===== config.mk =====
export PLATFORM = sky130hd
export DESIGN_NAME = trellisAcsUnit
export DESIGN_NICKNAME = d
export VERILOG_FILES = /design/src/design/trellisPkg.sv /design/src/design/cmagSquared.sv /design/src/design/acsOp.sv /design/src/design/compareSelect.sv /design/src/design/pathMetricStore.sv /design/src/design/acsController.sv /design/src/design/trellisAcsUnit.sv
export VERILOG_INCLUDE_DIRS = /design/src /design/src/design
export SDC_FILE = /design/constraint.sdc
export NUM_CORES = 2
export LEC_CHECK = 0
export ABC_AREA = 1
export ABC_CLOCK_PERIOD_IN_PS = 14970
export BUFFER_PORTS_ARGS = -buffer_cell sky130_fd_sc_hd__buf_2
export CAP_MARGIN = 5
export CORE_UTILIZATION = 55
export CTS_CLUSTER_SIZE = 8
export DETAILED_ROUTE_END_ITERATION = 10
export PLACE_DENSITY = 0.76
export SETUP_SLACK_MARGIN = 0.02
export SYNTH_ARGS = -nofsm -noshare
export SYNTH_HDL_FRONTEND = slang
export SYNTH_SLANG_ARGS = --single-unit

===== constraint.sdc =====
create_clock -name clk -period 14.97 [get_ports clk]
set_input_delay 0.7485 -clock clk [delete_from_list [all_inputs] [get_ports clk]]
set_output_delay 0.7485 -clock clk [all_outputs]
set_load 0.05 [all_outputs]

===== src/design/trellis_config.svh =====
`ifndef TRELLIS_CONFIG_SVH
`define TRELLIS_CONFIG_SVH

// width of one signed sample component, real or imaginary
`define TRELLIS_SAMPLE_WIDTH 18

// path metric width, branch metric is one bit wider
`define TRELLIS_METRIC_WIDTH 18

// 4-state code, generators 7 and 5
`define TRELLIS_STATES 4

// qpsk component amplitude of an expected symbol
`define TRELLIS_SYMBOL_AMP 8192

// reset metric of states 1 to 3, state 0 starts at zero
`define TRELLIS_INIT_METRIC 4096

// pipeline depth of cmagSquared
`define TRELLIS_MAG_LATENCY 2

`endif


===== src/design/trellisPkg.sv =====
`default_nettype none

`include "trellis_config.svh"

package trellisPkg;

    // one real or imaginary sample component
    typedef logic signed [`TRELLIS_SAMPLE_WIDTH-1:0] sampleT;

    // accumulated path metric
    typedef logic [`TRELLIS_METRIC_WIDTH-1:0] metricT;

    // squared distance, one bit wider than a path metric
    typedef logic [`TRELLIS_METRIC_WIDTH:0] branchMetricT;

    // trellis state index
    typedef logic [$clog2(`TRELLIS_STATES)-1:0] stateIdxT;

    // one survivor bit per state
    typedef logic [`TRELLIS_STATES-1:0] decisionT;

    // sequencing of one sample through the core
    typedef enum logic [1:0] {ctrlIdle, ctrlBusy, ctrlHold} ctrlStateT;

endpackage

`default_nettype wire


===== src/design/cmagSquared.sv =====
`timescale 1ns/1ps
`default_nettype none

`include "trellis_config.svh"

module cmagSquared (
    input  wire  logic              clk,
    input  wire  logic              rstN,
    input  wire  trellisPkg::sampleT inReal,
    input  wire  trellisPkg::sampleT inImag,
    output trellisPkg::branchMetricT magSquared
);
    import trellisPkg::*;

    // scale of each square back into metric range
    localparam int prodShift = 17;

    // full-width squares, operands widen to the target before the multiply
    logic signed [2*`TRELLIS_SAMPLE_WIDTH-1:0] prodReal;
    logic signed [2*`TRELLIS_SAMPLE_WIDTH-1:0] prodImag;
    branchMetricT sqReal;
    branchMetricT sqImag;

    assign prodReal = inReal * inReal;
    assign prodImag = inImag * inImag;

    // stage one: scaled squares
    // stage two: their sum
    always_ff @(posedge clk) begin
        if (!rstN) begin
            sqReal     <= '0;
            sqImag     <= '0;
            magSquared <= '0;
        end else begin
            // squares are never negative, so the shift drops only fraction bits
            sqReal     <= branchMetricT'(prodReal >>> prodShift);
            sqImag     <= branchMetricT'(prodImag >>> prodShift);
            magSquared <= sqReal + sqImag;
        end
    end

endmodule

`default_nettype wire


===== src/design/acsOp.sv =====
`timescale 1ns/1ps
`default_nettype none

`include "trellis_config.svh"

module acsOp (
    input  wire  logic               clk,
    input  wire  logic               rstN,
    input  wire  trellisPkg::sampleT yReal,
    input  wire  trellisPkg::sampleT yImag,
    input  wire  trellisPkg::sampleT sReal,
    input  wire  trellisPkg::sampleT sImag,
    input  wire  logic               accMetricInEn,
    input  wire  trellisPkg::metricT accMetricIn,
    output logic                     accMetricOutEn,
    output trellisPkg::metricT       accMetricOut
);
    import trellisPkg::*;

    sampleT       diffReal;
    sampleT       diffImag;
    branchMetricT branchMetric;
    metricT       accDelay [`TRELLIS_MAG_LATENCY];
    branchMetricT accSum;
    logic [`TRELLIS_MAG_LATENCY:0] enDelay;

    // half-scaled difference y/2 - s/2, range stays inside sampleT
    assign diffReal = (yReal >>> 1) - (sReal >>> 1);
    assign diffImag = (yImag >>> 1) - (sImag >>> 1);

    // branch metric |y - s|^2
    cmagSquared cmagSquared_i (
        .clk        (clk),
        .rstN       (rstN),
        .inReal     (diffReal),
        .inImag     (diffImag),
        .magSquared (branchMetric)
    );

    // line the path metric up with the magnitude pipeline
    always_ff @(posedge clk) begin
        accDelay[0] <= accMetricIn;
        for (int i = 1; i < `TRELLIS_MAG_LATENCY; i++) begin
            accDelay[i] <= accDelay[i-1];
        end
    end

    // registered sum, top bit flags overflow of the metric width
    always_ff @(posedge clk) begin
        accSum <= branchMetricT'(accDelay[`TRELLIS_MAG_LATENCY-1]) + branchMetric;
    end

    // saturate after the register to keep the adder path short
    assign accMetricOut = accSum[`TRELLIS_METRIC_WIDTH] ? '1
                        : accSum[`TRELLIS_METRIC_WIDTH-1:0];

    // enable follows magnitude latency plus the sum register
    always_ff @(posedge clk) begin
        if (!rstN) begin
            enDelay <= '0;
        end else begin
            enDelay <= {enDelay[`TRELLIS_MAG_LATENCY-1:0], accMetricInEn};
        end
    end

    assign accMetricOutEn = enDelay[`TRELLIS_MAG_LATENCY];

    // single-cycle enable, and never while an earlier one is still in the delay line
    singleInFlight: assert property (@(posedge clk) disable iff (!rstN)
        accMetricInEn |-> enDelay == '0);

endmodule

`default_nettype wire


===== src/design/compareSelect.sv =====
`timescale 1ns/1ps
`default_nettype none

module compareSelect (
    input  wire  logic               clk,
    input  wire  logic               rstN,
    input  wire  trellisPkg::metricT candZero,
    input  wire  trellisPkg::metricT candOne,
    input  wire  logic               enable,
    output trellisPkg::metricT       selMetric,
    output logic                     decision
);
    import trellisPkg::*;

    logic pickOne;

    // strict compare, a tie keeps the s0 = 0 predecessor
    assign pickOne = (candOne < candZero);

    always_ff @(posedge clk) begin
        if (!rstN) begin
            selMetric <= '0;
            decision  <= 1'b0;
        end else if (enable) begin
            if (pickOne) begin
                selMetric <= candOne;
                decision  <= 1'b1;
            end else begin
                selMetric <= candZero;
                decision  <= 1'b0;
            end
        end
    end

endmodule

`default_nettype wire


===== src/design/pathMetricStore.sv =====
`timescale 1ns/1ps
`default_nettype none

`include "trellis_config.svh"

module pathMetricStore (
    input  wire  logic                 clk,
    input  wire  logic                 rstN,
    input  wire  trellisPkg::metricT   newMetrics [`TRELLIS_STATES],
    input  wire  trellisPkg::decisionT newDecisions,
    input  wire  logic                 write,
    input  wire  logic                 outReady,
    output trellisPkg::metricT         stateMetrics [`TRELLIS_STATES],
    output trellisPkg::decisionT       decisions,
    output trellisPkg::stateIdxT       bestState,
    output trellisPkg::metricT         minMetric,
    output logic                       outValid
);
    import trellisPkg::*;

    metricT   minVal;
    stateIdxT minIdx;

    // minimum over the new metrics
    // strict compare so the lowest index wins a tie
    always_comb begin
        minVal = newMetrics[0];
        minIdx = '0;
        for (int i = 1; i < `TRELLIS_STATES; i++) begin
            if (newMetrics[i] < minVal) begin
                minVal = newMetrics[i];
                minIdx = stateIdxT'(i);
            end
        end
    end

    // state metrics, normalized so the best path sits at zero
    always_ff @(posedge clk) begin
        if (!rstN) begin
            // start in state 0, others carry a penalty
            stateMetrics[0] <= '0;
            for (int i = 1; i < `TRELLIS_STATES; i++) begin
                stateMetrics[i] <= metricT'(`TRELLIS_INIT_METRIC);
            end
        end else if (write) begin
            for (int i = 0; i < `TRELLIS_STATES; i++) begin
                stateMetrics[i] <= newMetrics[i] - minVal;
            end
        end
    end

    // result fields, only change on a write so they hold under a stall
    always_ff @(posedge clk) begin
        if (write) begin
            decisions <= newDecisions;
            bestState <= minIdx;
            minMetric <= minVal;
        end
    end

    // valid held until the consumer takes the result
    always_ff @(posedge clk) begin
        if (!rstN) begin
            outValid <= 1'b0;
        end else if (write) begin
            outValid <= 1'b1;
        end else if (outReady) begin
            outValid <= 1'b0;
        end
    end

endmodule

`default_nettype wire


===== src/design/acsController.sv =====
`timescale 1ns/1ps
`default_nettype none

module acsController (
    input  wire  logic               clk,
    input  wire  logic               rstN,
    input  wire  trellisPkg::sampleT inReal,
    input  wire  trellisPkg::sampleT inImag,
    input  wire  logic               inValid,
    output logic                     inReady,
    output logic                     acsStart,
    output trellisPkg::sampleT       sampleReal,
    output trellisPkg::sampleT       sampleImag,
    input  wire  logic               acsDone,
    output logic                     selDone,
    input  wire  logic               outValid,
    input  wire  logic               outReady
);
    import trellisPkg::*;

    ctrlStateT state;

    // metrics feed back into the next sample, so only one is in flight
    assign inReady = (state == ctrlIdle);

    always_ff @(posedge clk) begin
        if (!rstN) begin
            state    <= ctrlIdle;
            acsStart <= 1'b0;
            selDone  <= 1'b0;
        end else begin
            // both strobes are single-cycle pulses
            acsStart <= 1'b0;
            selDone  <= 1'b0;
            case (state)
                ctrlIdle: begin
                    if (inValid) begin
                        acsStart <= 1'b1;
                        state    <= ctrlBusy;
                    end
                end
                ctrlBusy: begin
                    // compare-select registers on acsDone, store writes a cycle later
                    if (acsDone) begin
                        selDone <= 1'b1;
                        state   <= ctrlHold;
                    end
                end
                ctrlHold: begin
                    if (outValid && outReady) begin
                        state <= ctrlIdle;
                    end
                end
                default: state <= ctrlIdle;
            endcase
        end
    end

    // sample held for the whole magnitude pipeline
    always_ff @(posedge clk) begin
        if (inValid && inReady) begin
            sampleReal <= inReal;
            sampleImag <= inImag;
        end
    end

    // never accept while a result is pending at the output
    readyValidExclusive: assert property (@(posedge clk) disable iff (!rstN)
        !(inReady && outValid));

    // branch results only arrive while the FSM waits for them
    doneWhileBusy: assert property (@(posedge clk) disable iff (!rstN)
        acsDone |-> state == ctrlBusy);

endmodule

`default_nettype wire


===== src/design/trellisAcsUnit.sv =====
`timescale 1ns/1ps
`default_nettype none

`include "trellis_config.svh"

module trellisAcsUnit (
    input  wire  logic               clk,
    input  wire  logic               rstN,
    input  wire  trellisPkg::sampleT inReal,
    input  wire  trellisPkg::sampleT inImag,
    input  wire  logic               inValid,
    output logic                     inReady,
    input  wire  logic               outReady,
    output logic                     outValid,
    output trellisPkg::decisionT     decisions,
    output trellisPkg::stateIdxT     bestState,
    output trellisPkg::metricT       minMetric
);
    import trellisPkg::*;

    logic     acsStart;
    logic     acsDone;
    logic     selDone;
    sampleT   sampleReal;
    sampleT   sampleImag;
    metricT   stateMetrics [`TRELLIS_STATES];
    metricT   branchSums [2*`TRELLIS_STATES];
    logic     branchEn [2*`TRELLIS_STATES];
    metricT   newMetrics [`TRELLIS_STATES];
    decisionT newDecisions;

    acsController acsController_i (
        .clk        (clk),
        .rstN       (rstN),
        .inReal     (inReal),
        .inImag     (inImag),
        .inValid    (inValid),
        .inReady    (inReady),
        .acsStart   (acsStart),
        .sampleReal (sampleReal),
        .sampleImag (sampleImag),
        .acsDone    (acsDone),
        .selDone    (selDone),
        .outValid   (outValid),
        .outReady   (outReady)
    );

    // all branches run in lockstep, branch 0 stands for the set
    assign acsDone = branchEn[0];

    // branch k = 2n + s0 enters next state n from predecessor {n[0], s0}
    for (genvar k = 0; k < 2*`TRELLIS_STATES; k++) begin : gBranch
        localparam int nextState = k / 2;
        localparam int predS0    = k % 2;
        localparam int predS1    = nextState % 2;
        // input bit is the top bit of the next state
        localparam int bitIn     = nextState / 2;
        localparam int predState = 2*predS1 + predS0;
        // generators 7 and 5
        localparam int g0 = bitIn ^ predS1 ^ predS0;
        localparam int g1 = bitIn ^ predS0;
        localparam sampleT symReal = (g0 != 0) ? sampleT'(-`TRELLIS_SYMBOL_AMP)
                                               : sampleT'(`TRELLIS_SYMBOL_AMP);
        localparam sampleT symImag = (g1 != 0) ? sampleT'(-`TRELLIS_SYMBOL_AMP)
                                               : sampleT'(`TRELLIS_SYMBOL_AMP);

        acsOp acsOp_i (
            .clk            (clk),
            .rstN           (rstN),
            .yReal          (sampleReal),
            .yImag          (sampleImag),
            .sReal          (symReal),
            .sImag          (symImag),
            .accMetricInEn  (acsStart),
            .accMetricIn    (stateMetrics[predState]),
            .accMetricOutEn (branchEn[k]),
            .accMetricOut   (branchSums[k])
        );
    end

    // one compare-select per next state, fed by its two predecessor branches
    for (genvar n = 0; n < `TRELLIS_STATES; n++) begin : gState
        compareSelect compareSelect_i (
            .clk       (clk),
            .rstN      (rstN),
            .candZero  (branchSums[2*n]),
            .candOne   (branchSums[2*n+1]),
            .enable    (branchEn[2*n] & branchEn[2*n+1]),
            .selMetric (newMetrics[n]),
            .decision  (newDecisions[n])
        );
    end

    pathMetricStore pathMetricStore_i (
        .clk          (clk),
        .rstN         (rstN),
        .newMetrics   (newMetrics),
        .newDecisions (newDecisions),
        .write        (selDone),
        .outReady     (outReady),
        .stateMetrics (stateMetrics),
        .decisions    (decisions),
        .bestState    (bestState),
        .minMetric    (minMetric),
        .outValid     (outValid)
    );

endmodule

`default_nettype wire


# == Word level (Yosys, flattened, before mapping) ==
# Memory sizes are Yosys's and may differ from the RTL's.
# Cells that the tools add are included.
# totals
register_bits,541
ram_bits,288
input_bits,40
output_inout_bits,26
wordCells,131
mem_count,8
# mem_list
memory,depth,word_bits,rd,rd_ports_with_merged_regs,wr,line,text
gBranch[0].acsOp_i.accDelay,2,18,2,0,2,acsOp.sv:23,metricT accDelay [`TRELLIS_MAG_LATENCY];
gBranch[1].acsOp_i.accDelay,2,18,2,0,2,acsOp.sv:23,
gBranch[2].acsOp_i.accDelay,2,18,2,0,2,acsOp.sv:23,
gBranch[3].acsOp_i.accDelay,2,18,2,0,2,acsOp.sv:23,
gBranch[4].acsOp_i.accDelay,2,18,2,0,2,acsOp.sv:23,
gBranch[5].acsOp_i.accDelay,2,18,2,0,2,acsOp.sv:23,
2 more memories,n/a,n/a,n/a,n/a,n/a,n/a,
# op_classes
addsub,20
n_mul,4
n_lt_le_gt_ge,7
eq_ne,5
mux,29
bitwise,4
reduce_logical,8
# ops
operator,count
two-way mux 18 bit,15
adder 18 x 19 -> 19 bit,8
multiplier 18 x 18 -> 36 bit,4
< comparator 18 bit,7
adder 19 bit,4
subtractor 18 bit,4
subtractor 17 x 13 -> 18 bit (second input constant),2
subtractor 17 x 14 -> 18 bit (second input constant),2
two-way mux 1 bit,10
two-way mux 2 bit,3
one-hot mux 2 bit (3 select lines),1
AND 1 bit,4
!= test 2 x 1 -> 1 bit (second input constant),2
AND reduction 2 bit,2
AND reduction 3 bit,1
equality test 2 x 1 -> 1 bit (second input constant),1
equality test 2 bit (second input constant),1
logical AND 1 bit,2
logical NOT 2 bit,1
!= test 2 bit (second input constant),1
nonzero test 2 bit,1
OR reduction 2 bit,1

# == Longest topological paths before layout ==
# logic_depth
depth_word,7
depth_mapped,59
mapped_depth_nobuf,57

# == Cells and area by module ==
# A second synthesis with hierarchy kept.
# unflattened
hier_cells,32712
hier_area_um2,251693.9
# modules_own_cells
mod,n_inst,cells_each,area_per_inst_um2,seq_area_each_um2
cmagSquared at gBranch[1].acsOp_i.cmagSquared_i ...,5,3133,25065.3,1141.1
acsOp,8,670,4384.2,1161.1
cmagSquared at gBranch[0].acsOp_i.cmagSquared_i,1,3233,25537.0,1141.1
cmagSquared at gBranch[6].acsOp_i.cmagSquared_i,1,3174,25283.0,1141.1
cmagSquared at gBranch[7].acsOp_i.cmagSquared_i,1,3148,25126.6,1141.1
pathMetricStore,1,1150,8226.6,2182.1
compareSelect,4,229,1461.4,380.4
acsController,1,56,1237.4,1161.1
trellisAcsUnit,1,10,37.5,0.0

# == Worst setup path before layout ==
# No wires, ideal clock.
# synth_timing
path_type,register -> register
from,register gState[0].compareSelect_i.selMetric[17]
to,register pathMetricStore_i.stateMetrics[70] (netlist name)
setup_time_ps,117
arrival_ps,7192
required_ps,14853
setup_slack_ps,7660
path_stages_with_launch,54
n_path_buf,3
synth_period_minus_slack_ps,7310
path_cell_list,dfxtp_1 -> inv_1 -> ha_1 -> nand2_2 -> inv_1 -> a21oi_1 -> nand2_1 -> inv_1 -> nand3_2 -> clkbuf_1 -> nand2_1 -> o21ai_0 -> ha_1 -> nand2_1 -> nor4_1 -> nor3b_1 -> nand4_1 -> nor2_1 -> (+18 left out) -> nand2_1 -> nand2_1 -> a21oi_1 -> o21ai_0 -> nand3_1 -> nand2_1 -> a21oi_1 -> o21ai_0 -> nand3_1 -> nand2_1 -> nand3_1 -> nand2_1 -> a21oi_1 -> o21bai_1 -> nand2_1 -> nand2_1 -> o221ai_1 -> inv_1
# synth_between
elab_chain_len,7
# synth_rtl
element,line,text
start: declaration,compareSelect.sv:10,"output trellisPkg::metricT selMetric,"
start signal: assignment,compareSelect.sv:26,selMetric <= candOne;
start signal: assignment,compareSelect.sv:29,selMetric <= candZero;
< comparator 18 bit,pathMetricStore.sv:30,if (newMetrics[i] < minVal) begin
two-way mux 18 bit (*),pathMetricStore.sv:30,
< comparator 18 bit,pathMetricStore.sv:30,
two-way mux 18 bit (*),pathMetricStore.sv:30,
< comparator 18 bit,pathMetricStore.sv:30,
two-way mux 18 bit (*),pathMetricStore.sv:30,
net pathMetricStore_i.minVal[0],pathMetricStore.sv:21,metricT minVal;
subtractor 18 bit (*),pathMetricStore.sv:47,stateMetrics[i] <= newMetrics[i] - minVal;
end signal: indexed assignment,pathMetricStore.sv:43,stateMetrics[i] <= metricT'(`TRELLIS_INIT_METRIC);
end signal: indexed assignment,pathMetricStore.sv:47,
end: declaration,pathMetricStore.sv:13,"output trellisPkg::metricT stateMetrics [`TRELLIS_STATES],"
# The timed path passes the listed nets; every way through them passes the cells marked *.
# A chain may end at the register's enable or synchronous reset.

# == Worst setup path in the final report ==
# layout_timing
from,register gState[1].compareSelect_i.selMetric[15]
to,register pathMetricStore_i.stateMetrics[70] (netlist name)
# layout_between
elab_chain_len,7
# layout_rtl
element,line
start: declaration,compareSelect.sv:10
start signal: assignment,compareSelect.sv:26
start signal: assignment,compareSelect.sv:29
< comparator 18 bit,pathMetricStore.sv:30
two-way mux 18 bit (*),pathMetricStore.sv:30
< comparator 18 bit,pathMetricStore.sv:30
two-way mux 18 bit (*),pathMetricStore.sv:30
< comparator 18 bit,pathMetricStore.sv:30
two-way mux 18 bit (*),pathMetricStore.sv:30
net pathMetricStore_i.minVal[0],pathMetricStore.sv:21
subtractor 18 bit (*),pathMetricStore.sv:47
# Marks and branches as above.

==> metrics.md <==
| Metric | Value |
|---|---|
| Initial antenna violation count | `5` |
| Total Routed Length | `approximately 180000 µm` |
| Clk slew on worst S/H paths | `0.06 ns` |
| Final setup vio count | `0` |
| YS warnings | `0` |
| Gpl congestion | `0.990` |
| Non-Filler Instances | `9683` |
| Post-cts repair resize count | `0` |
| CP dominant cell by count | `nand2_1` |
| Layout cell share with drive strength beyond 1 | `between 4 and 5%` |
| Max-slew violations | `0` |
| Crit-path leading delay family | `simple AND/OR/NAND/NOR gates` |
| Max Clock Skew | `0.0627 ns` |
| Final Hold Vio Count | `0` |
| Vias in the first global route | `54601` |
| Syn Area/Cell | `slightly below 9 µm²` |
| Drt pass-1 iters | `6` |
| Cells after Synth | `about 8000` |
| Post-detail-place hpwl | `150000 µm` |
| Placed Cells | `roughly 9600` |
| Tmin final | `a little under 10 ns` |
| Residual DRC | `0` |
| GR Overflow Total | `0` |
| Site Rows | `130` |
| Final non-filler cell area | `74300 µm²` |
| Worst Hold Depth | `1` |
| Die X | `between 300 and 400 µm` |
| Pin count of the biggest net entering global routing | `just under 100` |
| Worst Path Arrival | `10.45 ns` |
| Starting density of the core | `between 50% and 60%` |
| WP depth | `49` |
| Hold Slack | `0.209 ns` |
| Global Route Usage Sum | `29.4%` |
| Seq/Total Area, Yosys | `19.8%` |
| Worst Tran Pin Value | `approximately 1.2 ns` |
| Ant. Diodes | `0` |
| Commonest cells in the netlist | `inv_1, fa_1, nand2_1, ha_1, nor2_1` |
| Top-count cell post-synth | `inv_1` |
| CTS sink count | `662` |
| FF-to-FF Start | `gState[1].compareSelect_i.selMetric[15]` |
| Synthesized net count | `9824` |
| Post-DRT Antenna Nets | `0` |
| CP max stage cell | `nor4_1` |
| Critical Path Max Stage Delay | `0.64 ns` |
| Synthesized flop and latch total | `662` |
| Post-synth EDFFs | `58` |
| Fmax | `just over 0.1 GHz` |
| Synth cell types | `60` |
| CP bufs+invs | `5` |
| CP Capture Type | `flip-flop` |
| First-pass GRT wire length | `291000 µm` |
| Critical Path Start Type | `flip-flop` |
| Slew HR | `between 10% and 20%` |
| R2R Setup Slk | `5.10 ns` |
| Total CTS buffers | `95` |
| Root buffer cell | `clkbuf_16` |
| WS Path Type | `reg -> reg` |
| DP Area | `71700 µm²` |
| Die height | `358 µm` |
| Drt initial violations | `3898` |
| Worst-path fanout max | `37` |
| Asr flop ratio synth | `0%` |
| H-tree levels | `3` |
| Top-area cell type share of the netlist area | `slightly above 30%` |
| Reg2Reg Depth | `49` |
| Synth Cell Area | `69700 µm²` |
| Nets | `9842` |
| Post-synth top flop | `dfxtp_1` |
| Port buffer count | `63` |
| Final setup TNS | `0 ns` |
| Vias per std cell | `5.41` |
| Via count | `52402` |
| Clk buf depth | `3` |
| Wire length per cell | `18.8 µm` |
| CP required | `15.55 ns` |
| Synth-to-Final Area Change | `6.53%` |
| Die area | `128000 µm²` |
| Setup crit end | `pathMetricStore_i.stateMetrics[70]` |
| Area leader, netlist | `fa_1` |
| Critical Path Source | `gState[1].compareSelect_i.selMetric[15]` |
| Status | `completed` |
| Setup Fix Bufs, Post-CTS | `0` |
| Post-CTS Hold Buffers | `0` |
| Hold crit path type | `in -> reg` |
| CTS tree | `done` |
| IO Pins | `66` |
| Top cells by area, synth | `fa_1, dfxtp_1, ha_1` |
| RSZ-0062 raised after global routing | `false` |
| Clk Latency, worst-skew pair | `about 0.71 ns` |
| Final period util | `about 66%` |
| MaxCap Viol Count | `0` |
| Worst R2R End | `pathMetricStore_i.stateMetrics[70]` |
| Core area | `126000 µm²` |
==> placed cells by master (no fill, tap or decap), drive strengths merged, types with 10 or more instances in the layout <==
master and count:
clkinv 16, nor3 53, a211oi 16, ha 704, clkbuf 108, nand4 27
nor4 15, xor2 176, o211ai 107, o31ai 18, a21o 27, nor2 663
o21a 56, edfxtp 58, or2 82, fa 1086, nand2 909, a221oi 10
nand3 135, a21oi 621, xnor2 79, inv 1881, o21ai 385, a31oi 21
dfxtp 604, o21bai 30, buf 100
==> worst register-to-register path, delay by kind of cell (launching register included) <==
family / cells / cell delay [ns]
simple gates: 24 / 3.62
compound gates: 15 / 3.36
fa+ha+maj: 5 / 1.49
buf+inv: 5 / 0.80
flops: 1 / 0.51
==> final cells by class <==
cell class	count	area [µm²]
clock buffer	108	2450
clock inverter	10	155
fill	10773	51500
inverter	1887	7090
multi-input combinational	5266	48100
sequential	662	13800
tap	1650	2060
timing repair buffer	100	596
==> worst min-delay path by stage <==
stage	startpoint	to	slack, ns
floorplan	gBranch[0].acsOp_i.accDelay[0][0]	gBranch[0].acsOp_i.accDelay[0][18]	0.31
global placement	gBranch[3].acsOp_i.accDelay[0][10]	gBranch[3].acsOp_i.accDelay[0][28]	0.31
detailed placement	gBranch[6].acsOp_i.accDelay[0][6]	gBranch[6].acsOp_i.accDelay[0][24]	0.31
CTS	inReal[9]	acsController_i.sampleReal[9]	0.17
global route	inReal[9]	acsController_i.sampleReal[9]	0.19
finish	inReal[9]	acsController_i.sampleReal[9]	0.21
==> layer usage <==
layer / up-vias / part of all wire, % / track usage [%]
met5: - / 0.013 / 0
met4: 4 / 4.2 / 11.7
met3: 390 / 7.7 / 5.55
met2: 1712 / 47 / 48.7
met1: 25510 / 41 / 38.1
li1: 24786 / - / -
==> registers in the layout, indices dropped and copies added, names as in the netlist, 18 cells and up <==
signal,count
gBranch.acsOp_i.accSum,152
gBranch.acsOp_i.cmagSquared_i.magSquared,76
gBranch.acsOp_i.cmagSquared_i.sqImag,38
pathMetricStore_i.minMetric,18
gState.compareSelect_i.selMetric,72
gBranch.acsOp_i.cmagSquared_i.sqReal,38
gBranch.acsOp_i.accDelay,144
pathMetricStore_i.stateMetrics,72
==> stage by stage <==
stage / utilization [%] / setup slack (ns)
2_1_floorplan: - / 7.66
3_3_place_gp: 57.0 / 5.37
3_5_place_dp: 57.0 / 5.30
4_1_cts: 59.1 / 5.26
5_1_grt: 59.1 / 4.08
6_report: 59.1 / 5.10
==> kinds of logic (layout without fill, tap and decap cells) <==
kind of cell | after synthesis | after routing | share of synthesized area [%]
AO/OA/AOI/OAI | 1327 | 1327 | 10.8
buffers and inverters | 2066 | 2105 | 11.2
adder cells (fa/ha/maj) | 1790 | 1790 | 43.8
flip-flops | 662 | 662 | 19.8
XOR/XNOR | 255 | 255 | 3.20
AND/OR/NAND/NOR | 1894 | 1894 | 11.1
Power is not shown: default switching activity piles up to over one toggle a cycle in this logic, so the estimate is an artifact.
